## src/hdl/dma_pkg.sv

```systemverilog
package dma_pkg;

  ////////////////////////////////
  // Widths
  ////////////////////////////////

  localparam int ADDR_W = 32;  // Local byte address
  localparam int DATA_W = 32;  // One bus word, one flit payload
  localparam int LEN_W  = 8;   // Transfer length in words
  localparam int TILE_W = 8;   // Tile identifier
  localparam int POS_W  = 4;   // Table index, up to 16 entries

  ////////////////////////////////
  // NoC flit and header layout
  ////////////////////////////////

  typedef struct packed {
    logic              first;  // Header flit
    logic              last;   // Closes the packet
    logic [DATA_W-1:0] data;
  } flit_t;

  // Payload of the header flit
  typedef struct packed {
    logic [TILE_W-1:0]                dest;
    logic [TILE_W-1:0]                src;
    logic [DATA_W-2*TILE_W-LEN_W-1:0] rsvd;  // Sent as zero
    logic [LEN_W-1:0]                 len;
  } hdr_t;

  ////////////////////////////////
  // Descriptor and local bus
  ////////////////////////////////

  typedef struct packed {
    logic [ADDR_W-1:0] laddr;  // Local source
    logic [ADDR_W-1:0] raddr;  // Remote destination
    logic [LEN_W-1:0]  len;
    logic [TILE_W-1:0] dest;
  } desc_t;

  typedef struct packed {
    logic              sel;
    logic              write;
    logic              lock;  // Held over a whole packet
    logic [ADDR_W-1:0] addr;
    logic [DATA_W-1:0] wdata;
  } bus_req_t;

  typedef struct packed {
    logic              ready;
    logic [DATA_W-1:0] rdata;
  } bus_rsp_t;

  ////////////////////////////////
  // Register map, 16 bytes per entry
  ////////////////////////////////

  localparam logic [3:0] REG_LADDR    = 4'h0;
  localparam logic [3:0] REG_RADDR    = 4'h4;
  localparam logic [3:0] REG_CTRL_LEN = 4'h8;
  localparam logic [3:0] REG_STATUS   = 4'hc;

  localparam int CTRL_LEN_LSB  = 0;
  localparam int CTRL_DEST_LSB = 8;
  localparam int CTRL_START    = 31;  // Write one to launch
  localparam int STATUS_VALID  = 0;
  localparam int STATUS_DONE   = 1;

endpackage

```

## src/hdl/dma_request_table.sv

```systemverilog
module dma_request_table #(
  parameter int TABLE_ENTRIES = 4
) (
  input  logic                        clk,
  input  logic                        rst,
  input  dma_pkg::bus_req_t           cfg_req,
  output dma_pkg::bus_rsp_t           cfg_rsp,
  output dma_pkg::desc_t              sel_desc,
  output logic                        sel_valid,
  output logic [dma_pkg::POS_W-1:0]   sel_pos,
  input  logic                        done_en,
  input  logic [dma_pkg::POS_W-1:0]   done_pos,
  output logic [TABLE_ENTRIES-1:0]    irq
);

  localparam int IDX_W = (TABLE_ENTRIES > 1) ? $clog2(TABLE_ENTRIES) : 1;

  dma_pkg::desc_t           desc [TABLE_ENTRIES];
  logic [TABLE_ENTRIES-1:0] valid;
  logic [TABLE_ENTRIES-1:0] done;
  logic [TABLE_ENTRIES-1:0] active;   // Handed to the initiator
  logic [TABLE_ENTRIES-1:0] irq_q;
  logic [IDX_W-1:0]         cfg_idx;
  logic [IDX_W-1:0]         done_idx;
  logic [IDX_W-1:0]         pick;
  logic [3:0]               cfg_off;
  logic                     cfg_wr;
  logic                     start;
  logic                     pend;

  ////////////////////////////////
  // Register decode
  ////////////////////////////////

  assign cfg_off  = cfg_req.addr[3:0];
  assign cfg_idx  = (TABLE_ENTRIES > 1) ? cfg_req.addr[4 +: IDX_W] : '0;
  assign done_idx = done_pos[IDX_W-1:0];
  assign cfg_wr   = cfg_req.sel && cfg_req.write;
  assign start    = cfg_wr && (cfg_off == dma_pkg::REG_CTRL_LEN)
                    && cfg_req.wdata[dma_pkg::CTRL_START];

  // Descriptor fields
  always_ff @(posedge clk) begin
    if (cfg_wr) begin
      case (cfg_off)
        dma_pkg::REG_LADDR: desc[cfg_idx].laddr <= cfg_req.wdata;
        dma_pkg::REG_RADDR: desc[cfg_idx].raddr <= cfg_req.wdata;
        dma_pkg::REG_CTRL_LEN: begin
          desc[cfg_idx].len  <= cfg_req.wdata[dma_pkg::CTRL_LEN_LSB +: dma_pkg::LEN_W];
          desc[cfg_idx].dest <= cfg_req.wdata[dma_pkg::CTRL_DEST_LSB +: dma_pkg::TILE_W];
        end
        default: ;  // Status is read only
      endcase
    end
  end

  // Single cycle access with read data straight from the array
  always_comb begin
    cfg_rsp.ready = 1'b1;
    cfg_rsp.rdata = '0;
    case (cfg_off)
      dma_pkg::REG_LADDR: cfg_rsp.rdata = desc[cfg_idx].laddr;
      dma_pkg::REG_RADDR: cfg_rsp.rdata = desc[cfg_idx].raddr;
      dma_pkg::REG_CTRL_LEN: begin
        cfg_rsp.rdata[dma_pkg::CTRL_LEN_LSB +: dma_pkg::LEN_W]   = desc[cfg_idx].len;
        cfg_rsp.rdata[dma_pkg::CTRL_DEST_LSB +: dma_pkg::TILE_W] = desc[cfg_idx].dest;
      end
      dma_pkg::REG_STATUS: begin
        cfg_rsp.rdata[dma_pkg::STATUS_VALID] = valid[cfg_idx];
        cfg_rsp.rdata[dma_pkg::STATUS_DONE]  = done[cfg_idx];
      end
      default: ;
    endcase
  end

  ////////////////////////////////
  // Entry selection
  ////////////////////////////////

  // Descending scan so the lowest pending index wins
  always_comb begin
    pick = '0;
    pend = 1'b0;
    for (int i = TABLE_ENTRIES - 1; i >= 0; i--) begin
      if (valid[i] && !active[i]) begin
        pick = IDX_W'(i);
        pend = 1'b1;
      end
    end
  end

  assign sel_valid = pend && !(|active);  // One transfer in flight
  assign sel_pos   = dma_pkg::POS_W'(pick);
  assign sel_desc  = desc[pick];
  assign irq       = irq_q;

  always_ff @(posedge clk) begin
    if (rst) begin
      valid  <= '0;
      done   <= '0;
      active <= '0;
      irq_q  <= '0;
    end else begin
      if (sel_valid) active[pick] <= 1'b1;  // Initiator latches it now
      if (done_en) begin
        valid[done_idx]  <= 1'b0;
        active[done_idx] <= 1'b0;
        done[done_idx]   <= 1'b1;
        irq_q[done_idx]  <= 1'b1;
      end
      if (start) begin  // Relaunch overrides a completion
        valid[cfg_idx] <= 1'b1;
        done[cfg_idx]  <= 1'b0;
        irq_q[cfg_idx] <= 1'b0;
      end
    end
  end

  // Completion only for an entry that was launched
  a_done_valid: assert property (@(posedge clk) disable iff (rst)
    done_en |-> valid[done_idx]);

endmodule

```

## src/hdl/dma_initiator.sv

```systemverilog
module dma_initiator #(
  parameter logic [dma_pkg::TILE_W-1:0] TILE_ID = '0
) (
  input  logic                      clk,
  input  logic                      rst,
  input  dma_pkg::desc_t            sel_desc,
  input  logic                      sel_valid,
  input  logic [dma_pkg::POS_W-1:0] sel_pos,
  output dma_pkg::flit_t            noc_out,
  output logic                      noc_out_valid,
  input  logic                      noc_out_ready,
  output logic                      done_en,
  output logic [dma_pkg::POS_W-1:0] done_pos,
  output dma_pkg::bus_req_t         bus_req,
  input  dma_pkg::bus_rsp_t         bus_rsp
);

  typedef enum logic [2:0] {
    IDLE,
    HDR,   // Header flit out
    ADDR,  // Remote address flit out
    READ,  // Local word fetch
    SEND   // Data flit out
  } state_t;

  state_t                       state;
  dma_pkg::desc_t               desc_q;
  logic [dma_pkg::POS_W-1:0]    pos_q;
  logic [dma_pkg::LEN_W-1:0]    cnt;     // Word index
  logic [dma_pkg::DATA_W-1:0]   word_q;  // Fetched word, held until sent
  dma_pkg::hdr_t                hdr;
  logic                         last_word;
  logic                         no_data;
  logic                         fire;

  assign fire      = noc_out_valid && noc_out_ready;
  assign last_word = (cnt == desc_q.len - 1'b1);
  assign no_data   = (desc_q.len == '0);  // Packet ends after address flit

  assign hdr.dest = desc_q.dest;
  assign hdr.src  = TILE_ID;
  assign hdr.rsvd = '0;
  assign hdr.len  = desc_q.len;

  ////////////////////////////////
  // FSM
  ////////////////////////////////

  always_ff @(posedge clk) begin
    if (rst) begin
      state <= IDLE;
    end else begin
      case (state)
        IDLE: if (sel_valid) state <= HDR;
        HDR:  if (fire) state <= ADDR;
        ADDR: if (fire) state <= no_data ? IDLE : READ;
        READ: if (bus_rsp.ready) state <= SEND;
        SEND: if (fire) state <= last_word ? IDLE : READ;
        default: state <= IDLE;
      endcase
    end
  end

  always_ff @(posedge clk) begin
    if (state == IDLE && sel_valid) begin  // Table marks it active here
      desc_q <= sel_desc;
      pos_q  <= sel_pos;
      cnt    <= '0;
    end
    if (state == READ && bus_rsp.ready) word_q <= bus_rsp.rdata;
    if (state == SEND && fire) cnt <= cnt + 1'b1;
  end

  ////////////////////////////////
  // Outputs
  ////////////////////////////////

  // All from registers, so a stalled flit stays put
  always_comb begin
    noc_out       = '0;
    noc_out_valid = 1'b0;
    case (state)
      HDR: begin
        noc_out.first = 1'b1;
        noc_out.data  = hdr;
        noc_out_valid = 1'b1;
      end
      ADDR: begin
        noc_out.last  = no_data;
        noc_out.data  = desc_q.raddr;
        noc_out_valid = 1'b1;
      end
      SEND: begin
        noc_out.last  = last_word;
        noc_out.data  = word_q;
        noc_out_valid = 1'b1;
      end
      default: ;
    endcase
  end

  assign done_en  = fire && ((state == SEND && last_word) || (state == ADDR && no_data));
  assign done_pos = pos_q;

  always_comb begin
    bus_req       = '0;
    bus_req.sel   = (state == READ);   // No read while a flit waits
    bus_req.lock  = (state != IDLE);   // Whole packet
    bus_req.addr  = desc_q.laddr + dma_pkg::ADDR_W'({cnt, 2'b00});
  end

  // Stalled flit holds across the link
  a_hold_flit: assert property (@(posedge clk) disable iff (rst)
    noc_out_valid && !noc_out_ready |=> noc_out_valid && $stable(noc_out));

endmodule

```

## src/hdl/dma_target.sv

```systemverilog
module dma_target (
  input  logic              clk,
  input  logic              rst,
  input  dma_pkg::flit_t    noc_in,
  input  logic              noc_in_valid,
  output logic              noc_in_ready,
  output dma_pkg::bus_req_t bus_req,
  input  dma_pkg::bus_rsp_t bus_rsp
);

  typedef enum logic [1:0] {
    IDLE,   // Waiting for a header
    ADDR,   // Waiting for the address flit
    DATA,   // Waiting for a data flit
    WRITE   // Bus write pending
  } state_t;

  state_t                     state;
  logic                       rdy;
  logic [dma_pkg::LEN_W-1:0]  rem;      // Words still to come
  logic [dma_pkg::ADDR_W-1:0] waddr;
  logic [dma_pkg::DATA_W-1:0] wdata_q;
  logic                       last_q;
  dma_pkg::hdr_t              hdr_in;
  logic                       xfer;

  assign noc_in_ready = rdy;
  assign xfer         = noc_in_valid && rdy;
  assign hdr_in       = noc_in.data;

  ////////////////////////////////
  // FSM
  ////////////////////////////////

  // rdy low out of reset, low again for each bus write
  always_ff @(posedge clk) begin
    if (rst) begin
      state <= IDLE;
      rdy   <= 1'b0;
    end else begin
      case (state)
        IDLE: begin
          rdy <= 1'b1;
          if (xfer && noc_in.first) state <= ADDR;  // Stray flits dropped
        end
        ADDR: begin
          if (xfer) state <= (rem == '0 || noc_in.last) ? IDLE : DATA;
        end
        DATA: begin
          if (xfer) begin
            rdy   <= 1'b0;
            state <= WRITE;
          end
        end
        WRITE: begin
          if (bus_rsp.ready) begin
            rdy   <= 1'b1;
            state <= last_q ? IDLE : DATA;
          end
        end
        default: state <= IDLE;
      endcase
    end
  end

  always_ff @(posedge clk) begin
    if (state == IDLE && xfer) rem <= hdr_in.len;
    if (state == ADDR && xfer) waddr <= noc_in.data;
    if (state == DATA && xfer) begin
      wdata_q <= noc_in.data;
      last_q  <= noc_in.last || (rem == 1);  // Either marker ends it
      rem     <= rem - 1'b1;
    end
    if (state == WRITE && bus_rsp.ready) waddr <= waddr + 4;  // Next word
  end

  always_comb begin
    bus_req       = '0;
    bus_req.sel   = (state == WRITE);
    bus_req.write = 1'b1;
    bus_req.lock  = (state != IDLE);  // Header to final write
    bus_req.addr  = waddr;
    bus_req.wdata = wdata_q;
  end

  // Sender must open each packet with a header
  a_first_in_idle: assert property (@(posedge clk) disable iff (rst)
    (state == IDLE && xfer) |-> noc_in.first);

endmodule

```

## src/hdl/dma_bus_arbiter.sv

```systemverilog
module dma_bus_arbiter (
  input  logic              clk,
  input  logic              rst,
  input  dma_pkg::bus_req_t init_req,
  output dma_pkg::bus_rsp_t init_rsp,
  input  dma_pkg::bus_req_t tgt_req,
  output dma_pkg::bus_rsp_t tgt_rsp,
  output dma_pkg::bus_req_t mem_req,
  input  dma_pkg::bus_rsp_t mem_rsp
);

  typedef enum logic {
    GNT_TGT,
    GNT_INIT
  } gnt_t;

  gnt_t gnt;
  gnt_t nxt_gnt;
  logic owner_lock;

  ////////////////////////////////
  // Grant
  ////////////////////////////////

  assign owner_lock = (gnt == GNT_TGT) ? tgt_req.lock : init_req.lock;

  // Locked owner keeps it, else target before initiator
  always_comb begin
    if (owner_lock) begin
      nxt_gnt = gnt;
    end else if (tgt_req.lock) begin
      nxt_gnt = GNT_TGT;
    end else if (init_req.lock) begin
      nxt_gnt = GNT_INIT;
    end else begin
      nxt_gnt = GNT_TGT;  // Parked on the target
    end
  end

  always_ff @(posedge clk) begin
    if (rst) begin
      gnt <= GNT_TGT;
    end else begin
      gnt <= nxt_gnt;
    end
  end

  ////////////////////////////////
  // Request and response routing
  ////////////////////////////////

  assign mem_req = (gnt == GNT_TGT) ? tgt_req : init_req;

  always_comb begin
    init_rsp = '0;  // Loser sees ready low
    tgt_rsp  = '0;
    if (gnt == GNT_TGT) begin
      tgt_rsp = mem_rsp;
    end else begin
      init_rsp = mem_rsp;
    end
  end

  a_one_ready: assert property (@(posedge clk) disable iff (rst)
    !(init_rsp.ready && tgt_rsp.ready));

  // Masters only access the bus under their own lock
  a_sel_locked: assert property (@(posedge clk) disable iff (rst)
    mem_req.sel |-> mem_req.lock);

endmodule

```

## src/hdl/dma_top.sv

```systemverilog
module dma_top #(
  parameter int                         TABLE_ENTRIES = 4,
  parameter logic [dma_pkg::TILE_W-1:0] TILE_ID       = '0
) (
  input  logic                     clk,
  input  logic                     rst,
  input  dma_pkg::bus_req_t        cfg_req,
  output dma_pkg::bus_rsp_t        cfg_rsp,
  output dma_pkg::flit_t           noc_out,
  output logic                     noc_out_valid,
  input  logic                     noc_out_ready,
  input  dma_pkg::flit_t           noc_in,
  input  logic                     noc_in_valid,
  output logic                     noc_in_ready,
  output dma_pkg::bus_req_t        mem_req,
  input  dma_pkg::bus_rsp_t        mem_rsp,
  output logic [TABLE_ENTRIES-1:0] irq
);

  // Table to initiator
  dma_pkg::desc_t            sel_desc;
  logic                      sel_valid;
  logic [dma_pkg::POS_W-1:0] sel_pos;
  logic                      done_en;
  logic [dma_pkg::POS_W-1:0] done_pos;

  // Engines to arbiter
  dma_pkg::bus_req_t init_req;
  dma_pkg::bus_rsp_t init_rsp;
  dma_pkg::bus_req_t tgt_req;
  dma_pkg::bus_rsp_t tgt_rsp;

  dma_request_table #(
    .TABLE_ENTRIES(TABLE_ENTRIES)
  ) u_table (
    .clk      (clk),
    .rst      (rst),
    .cfg_req  (cfg_req),
    .cfg_rsp  (cfg_rsp),
    .sel_desc (sel_desc),
    .sel_valid(sel_valid),
    .sel_pos  (sel_pos),
    .done_en  (done_en),
    .done_pos (done_pos),
    .irq      (irq)
  );

  dma_initiator #(
    .TILE_ID(TILE_ID)
  ) u_initiator (
    .clk          (clk),
    .rst          (rst),
    .sel_desc     (sel_desc),
    .sel_valid    (sel_valid),
    .sel_pos      (sel_pos),
    .noc_out      (noc_out),
    .noc_out_valid(noc_out_valid),
    .noc_out_ready(noc_out_ready),
    .done_en      (done_en),
    .done_pos     (done_pos),
    .bus_req      (init_req),
    .bus_rsp      (init_rsp)
  );

  dma_target u_target (
    .clk         (clk),
    .rst         (rst),
    .noc_in      (noc_in),
    .noc_in_valid(noc_in_valid),
    .noc_in_ready(noc_in_ready),
    .bus_req     (tgt_req),
    .bus_rsp     (tgt_rsp)
  );

  dma_bus_arbiter u_arbiter (
    .clk     (clk),
    .rst     (rst),
    .init_req(init_req),
    .init_rsp(init_rsp),
    .tgt_req (tgt_req),
    .tgt_rsp (tgt_rsp),
    .mem_req (mem_req),
    .mem_rsp (mem_rsp)
  );

endmodule

```

## config.mk

```make
export PLATFORM = sky130hd
export DESIGN_NAME = dma_top
export DESIGN_NICKNAME = d
export VERILOG_FILES = /design/src/hdl/dma_pkg.sv /design/src/hdl/dma_request_table.sv /design/src/hdl/dma_initiator.sv /design/src/hdl/dma_target.sv /design/src/hdl/dma_bus_arbiter.sv /design/src/hdl/dma_top.sv
export SDC_FILE = /design/constraint.sdc
export NUM_CORES = 1
export LEC_CHECK = 0
export BUFFER_PORTS_ARGS = -buffer_cell sky130_fd_sc_hd__clkbuf_2
export CORE_ASPECT_RATIO = 1.5
export CORE_UTILIZATION = 60
export DETAILED_ROUTE_END_ITERATION = 8
export PLACE_DENSITY = 0.81
export SYNTH_ARGS = -nofsm -noshare
export SYNTH_HDL_FRONTEND = slang
export SYNTH_HIERARCHICAL = 1
export SYNTH_SLANG_ARGS = --single-unit
```

## constraint.sdc

```tcl
create_clock -name clk -period 9.5 [get_ports clk]
set_input_delay 0.475 -clock clk [delete_from_list [all_inputs] [get_ports clk]]
set_output_delay 0.475 -clock clk [all_outputs]
set_load 0.02 [all_outputs]
```

Word level (Yosys, flattened, before mapping)

Memories as Yosys holds them, arrays and structs flattened. A register that Yosys moved wholly into a read port is not among the register bits.
Cells that the tools add are included.

Eq/ne operators: 21
Divide/modulo/power cells: 0
Muxes and demuxes: 76
$mul: 0
Shift operators: 0
Add/subtract/negate cells: 5
Reductions and logical operators: 48
Bitwise gates (word level): 10
$lt $le $gt $ge: 6

Operators by type and width:

| cell                                                                          | count |
|---|---|
| 32-bit one-hot mux with 3 select lines                                        | 1 |
| 67-bit two-way mux                                                            | 1 |
| 33-bit two-way mux                                                            | 2 |
| 32-bit two-way mux                                                            | 2 |
| 4-bit two-way mux                                                             | 12 |
| 14-bit one-hot mux with 3 select lines                                        | 1 |
| 32-bit by 10-bit adder with 32-bit output                                     | 1 |
| 32-bit by 3-bit adder with 32-bit output (second input constant)              | 1 |
| 8-bit two-way mux                                                             | 4 |
| 16-bit one-hot mux with 2 select lines                                        | 1 |
| 1-bit two-way mux                                                             | 25 |
| 1-bit logical AND                                                             | 24 |
| 2-bit two-way mux                                                             | 12 |
| 4-bit AND                                                                     | 4 |
| 8-bit logical NOT                                                             | 2 |
| 4-bit bitwise OR                                                              | 4 |
| 2-bit one-hot mux with 4 select lines                                         | 2 |
| 8-bit by 1-bit subtractor with 8-bit output (second input constant)           | 2 |
| 3-bit two-way mux                                                             | 5 |
| 3-bit one-hot mux with 5 select lines                                         | 1 |
| 2-bit by 1-bit != test with 1-bit output (second input constant)              | 7 |
| 2-bit by 3-bit less-than comparator with 1-bit output (second input constant) | 3 |
| 8-bit by 1-bit adder with 8-bit output (second input constant)                | 1 |
| 4-bit equality test (second input constant)                                   | 2 |
| 27 further kinds                                                              | 46 |

Word-level logic and storage cells: 182
Memories: 1
Input port bits: 138
Output and inout port bits: 140
Register bits after elaboration: 138
RAM bits: 320
Bits in read-only memories: 0
Latch bits: 0

Memories:

| memory       | depth | width | rd ports | clocked after memory_dff | write ports | RTL line                | RTL |
|---|---|---|---|---|---|---|---|
| u_table.desc | 4     | 80    | 2        | 1                        | 1           | dma_request_table.sv:18 | `dma_pkg::desc_t desc [TABLE_ENTRIES];` |

Logic depth before layout (Yosys ltp)

Depth after elaboration: 15
Depth in mapped cells: 12
Depth with buffers taken out: 12

By module

The synthesis kept the hierarchy.

By module, submodules not included:

| module            | sequential area each (sq um) | cells an instance | instances | area each (sq um) |
|---|---|---|---|---|
| dma_request_table | 9929.5                       | 881               | 1         | 14701.6 |
| dma_initiator     | 3783.6                       | 454               | 1         | 5938.2 |
| dma_target        | 2252.2                       | 299               | 1         | 3537.1 |
| dma_bus_arbiter   | 20.0                         | 152               | 1         | 1338.8 |

Worst setup path after synthesis

OpenSTA, ideal clock, no wires.

Kind: register to register
From: register u_table.valid[2]
To: register, netlist name u_initiator/desc_q[0]
Cell stages (with the launch flop): 5
Data required time: 8.973 ns
Path buffers: 0
Setup slack: 4.318 ns
Arrival time: 4.654 ns
Library setup time: 0.527 ns
Period minus slack after synthesis: 5.182 ns
Path through: dfxtp_1 nor2b_1 o41a_1 inv_1 nor2_1

Cells in the longest elaborated chain, start to end: 6
Elaborated cells on any way between the ends: 9
Those cells by class: 6 x mux; 3 x reduce/logical

RTL lines:

| what                             | RTL line                 | RTL |
|---|---|---|
| start: declaration               | dma_request_table.sv:19  | `logic [TABLE_ENTRIES-1:0] valid;` |
| start signal: assignment         | dma_request_table.sv:99  | `valid <= '0;` |
| start signal: indexed assignment | dma_request_table.sv:106 | `valid[done_idx] <= 1'b0;` |
| start signal: indexed assignment | dma_request_table.sv:112 | `valid[cfg_idx] <= 1'b1;` |
| 1-bit logical AND                | dma_request_table.sv:85  | `if (valid[i] && !active[i]) begin` |
| 1-bit two-way mux (3 in series)  | dma_request_table.sv:85  |  |
| 1-bit logical AND                | dma_request_table.sv:92  | `assign sel_valid = pend && !(\|active);` |
| net sel_valid                    | dma_top.sv:22            | `logic sel_valid;` |
| 1-bit logical AND                | dma_initiator.sv:65      | `if (state == IDLE && sel_valid) begin` |

The timed path passes the listed nets, and every way through them passes these cells.
A chain may end at the register's enable or synchronous reset.

==> results.sh <==
export IMPL_finalPower_mw=4.962
export IMPL_cts_repair_timing_setup_buffer_count=0
export IMPL_outcome="finished clean"
export IMPL_grt_max_degree=103
export IMPL_max_cap_violations=0
export IMPL_post_synth_inst_count=1747
export IMPL_worstSkewPairLatency_ns=0.58
export IMPL_worstHoldPathType="in -> reg"
export IMPL_fill_cells=2725
export IMPL_gp_routability_congestion=0.8713
export IMPL_critical_path_endpoint_type="output pin"
export IMPL_syn_area_per_cell_um2=14.44
export IMPL_numClockSinks=538
export IMPL_avgViaCountPerCell=6.675
export IMPL_skew_final_ns=0.01877
export IMPL_final_antenna_net_count=0
export IMPL_mostFrequentLayoutCells="515 x sky130_fd_sc_hd__edfxtp_1, 247 x sky130_fd_sc_hd__clkbuf_2, 191 x sky130_fd_sc_hd__a22oi_1"
export IMPL_timing_final_crit_period_ns=4.032
export IMPL_nets=2111
export IMPL_row_count=91
export IMPL_cp_cell_sequence="ha_1 > inv_1 > fa_1 > nor2b_1 > o31a_1 > o221a_2 > o21a_1 > nand4_1 > xnor2_1 > mux2_2 > clkbuf_2"
export IMPL_post_detail_place_hpwl_um=42430
export IMPL_worstSetupPathType="reg -> out"
export IMPL_util_after_layout_pct=68.40
export IMPL_power_static_leakage_nw=9.731
export IMPL_average_wire_per_cell_in_the_routed_design_um=25.96
export IMPL_critPathMaxStageDelay_ns=0.50
export IMPL_core_mm2=0.04133
export IMPL_areaGrowthSynthToFinish_pct=12.07
export IMPL_timing_final_crit_share_pct=42.44
export IMPL_dpl_cell_area_mm2=0.02673
export IMPL_finalWirelength_um=66380
export IMPL_antenna_found_initial=6
export IMPL_post_cts_resize_count=0
export IMPL_die_area_mm2=0.04289
export IMPL_report_final_hold_viol_count=0
export IMPL_slew_headroom_pct=16.39
export IMPL_ys_warn_count=6
export IMPL_final_common_cell="sky130_fd_sc_hd__edfxtp_1"
export IMPL_required_ns=9.03
export IMPL_grtUsageTotal_pct=30.99
export IMPL_ir_worst_vdd_mv=0.1522
export IMPL_tritoncts_clock_tree="yes"
export IMPL_finalSetupViolations=0
export IMPL_grt_pass1_vias=16810
export IMPL_drt_drc_violations_left=0
export IMPL_power_density_cell_area_mw_per_mm2=175.5
export IMPL_initial_core_util_pct=61.04
export IMPL_holdWs_ns=0.09076
export IMPL_cts_htree_levels=2
export IMPL_drtIter0Drc=2343
export IMPL_grt_first_pass_wirelength_um=99020
export IMPL_cts_buf_count=48
export IMPL_grt_overflow_total=0
export IMPL_post_route_cells_drive_above_1_share_pct=26.78
export IMPL_die_width_um=169.4
export IMPL_io_buffer_count=249
export IMPL_maxClockFrequency_mhz=248.0
export IMPL_cts_root_buf="sky130_fd_sc_hd__clkbuf_16"
export IMPL_slew_at_the_pin_closest_to_its_max_slew_limit_ns=1.241
export IMPL_synth_area_mm2=0.02523
export IMPL_max_slew_violation_total_from_the_final_report=0
export IMPL_critical_path_slowest_cell="sky130_fd_sc_hd__edfxtp_1"
export IMPL_setup_total_negative_slack_ns=0
export IMPL_cts_max_path_buffers=3
export IMPL_die_h_um=253.1
export IMPL_detailedRoute_firstPassIterationCount=6
export IMPL_clk_transition_reported_paths_ns=0.06
export IMPL_crit_path_max_fanout=8
export IMPL_post_cts_hold_buffer_count=0
export IMPL_pin_count=278
export IMPL_setup_repair_after_global_routing_missed_its_margin="no"
export IMPL_vias=17070
export IMPL_fin_area_mm2=0.02827
export IMPL_worst_endpoint_arrival_ns=3.56
export IMPL_setup_worst_path_start_class="flip-flop"
-- where the power goes --
group          internal, mW  leakage, nW  total [mW]  switching (mW)
clock network          1.07        0.747        1.92           0.845
registers              2.61         4.84        2.65          0.0396
logic                 0.161         4.15       0.399           0.239
total                  3.84         9.73        4.96            1.12
-- registers in the layout, indices dropped and copies added, names as in the netlist, 3 cells and up --
| name | count |
|---|---|
| u_table/desc | 320 |
| u_initiator/desc_q | 80 |
| u_initiator/word_q | 32 |
| u_target/waddr | 32 |
| u_target/wdata_q | 32 |
| u_initiator/cnt | 8 |
| u_target/rem | 8 |
| u_table/active | 4 |
| u_table/done | 4 |
| u_table/irq | 4 |
| u_table/valid | 4 |
| u_initiator/state | 3 |
-- cell type report --
class	count	area, µm²	area share, %
tap	558	698.2	2.469
antenna	5	12.51	0.04426
clock inverter	28	289.0	1.022
timing repair buffer	280	1484	5.249
multi-input combinational	1070	8546	30.23
inverter	20	75.07	0.2655
clock buffer	58	1239	4.381
sequential	538	15930	56.34
-- path summary, 6_finish.rpt --
path	startpoint	to	slack, ns	cells past startpoint
setup reg to reg	u_table/valid[1]	u_initiator/desc_q[76]	6.01	6
setup / recovery	u_initiator/cnt[0]	mem_req[56]	5.47	11
hold reg to reg	u_table/done[3]	u_table/done[3]	0.50	2
hold / removal	noc_in[9]	u_target/wdata_q[9]	0.09	1
-- routing by layer --
layer	vias to the layer above	part of all wire, %	GRT usage (%)
met5	-	0.042	0
met4	4	5.2	15.62
met3	231	9.9	4.611
met2	1199	50	51.92
met1	8332	35	39.43
li1	7303	-	-
-- critical path, delay by kind of cell, from the launching register on --
family	cells	cell delay (ns)
AO/OA/AOI/OAI	3	0.81
adder cells (fa/ha/maj)	2	0.66
flip-flops	1	0.50
AND/OR/NAND/NOR	2	0.35
multiplexers	1	0.26
buffers and inverters	2	0.22
XOR/XNOR	1	0.17
-- per-stage QoR --
stage	std cells	setup WS [ns]
after CTS	2552	5.465
after global routing	2556	5.320
after detailed placement	2466	5.858
after floorplan	1779	4.405
final	2557	5.468
after global placement	2466	5.841
Note: power is estimated with default switching activity, not from simulation.
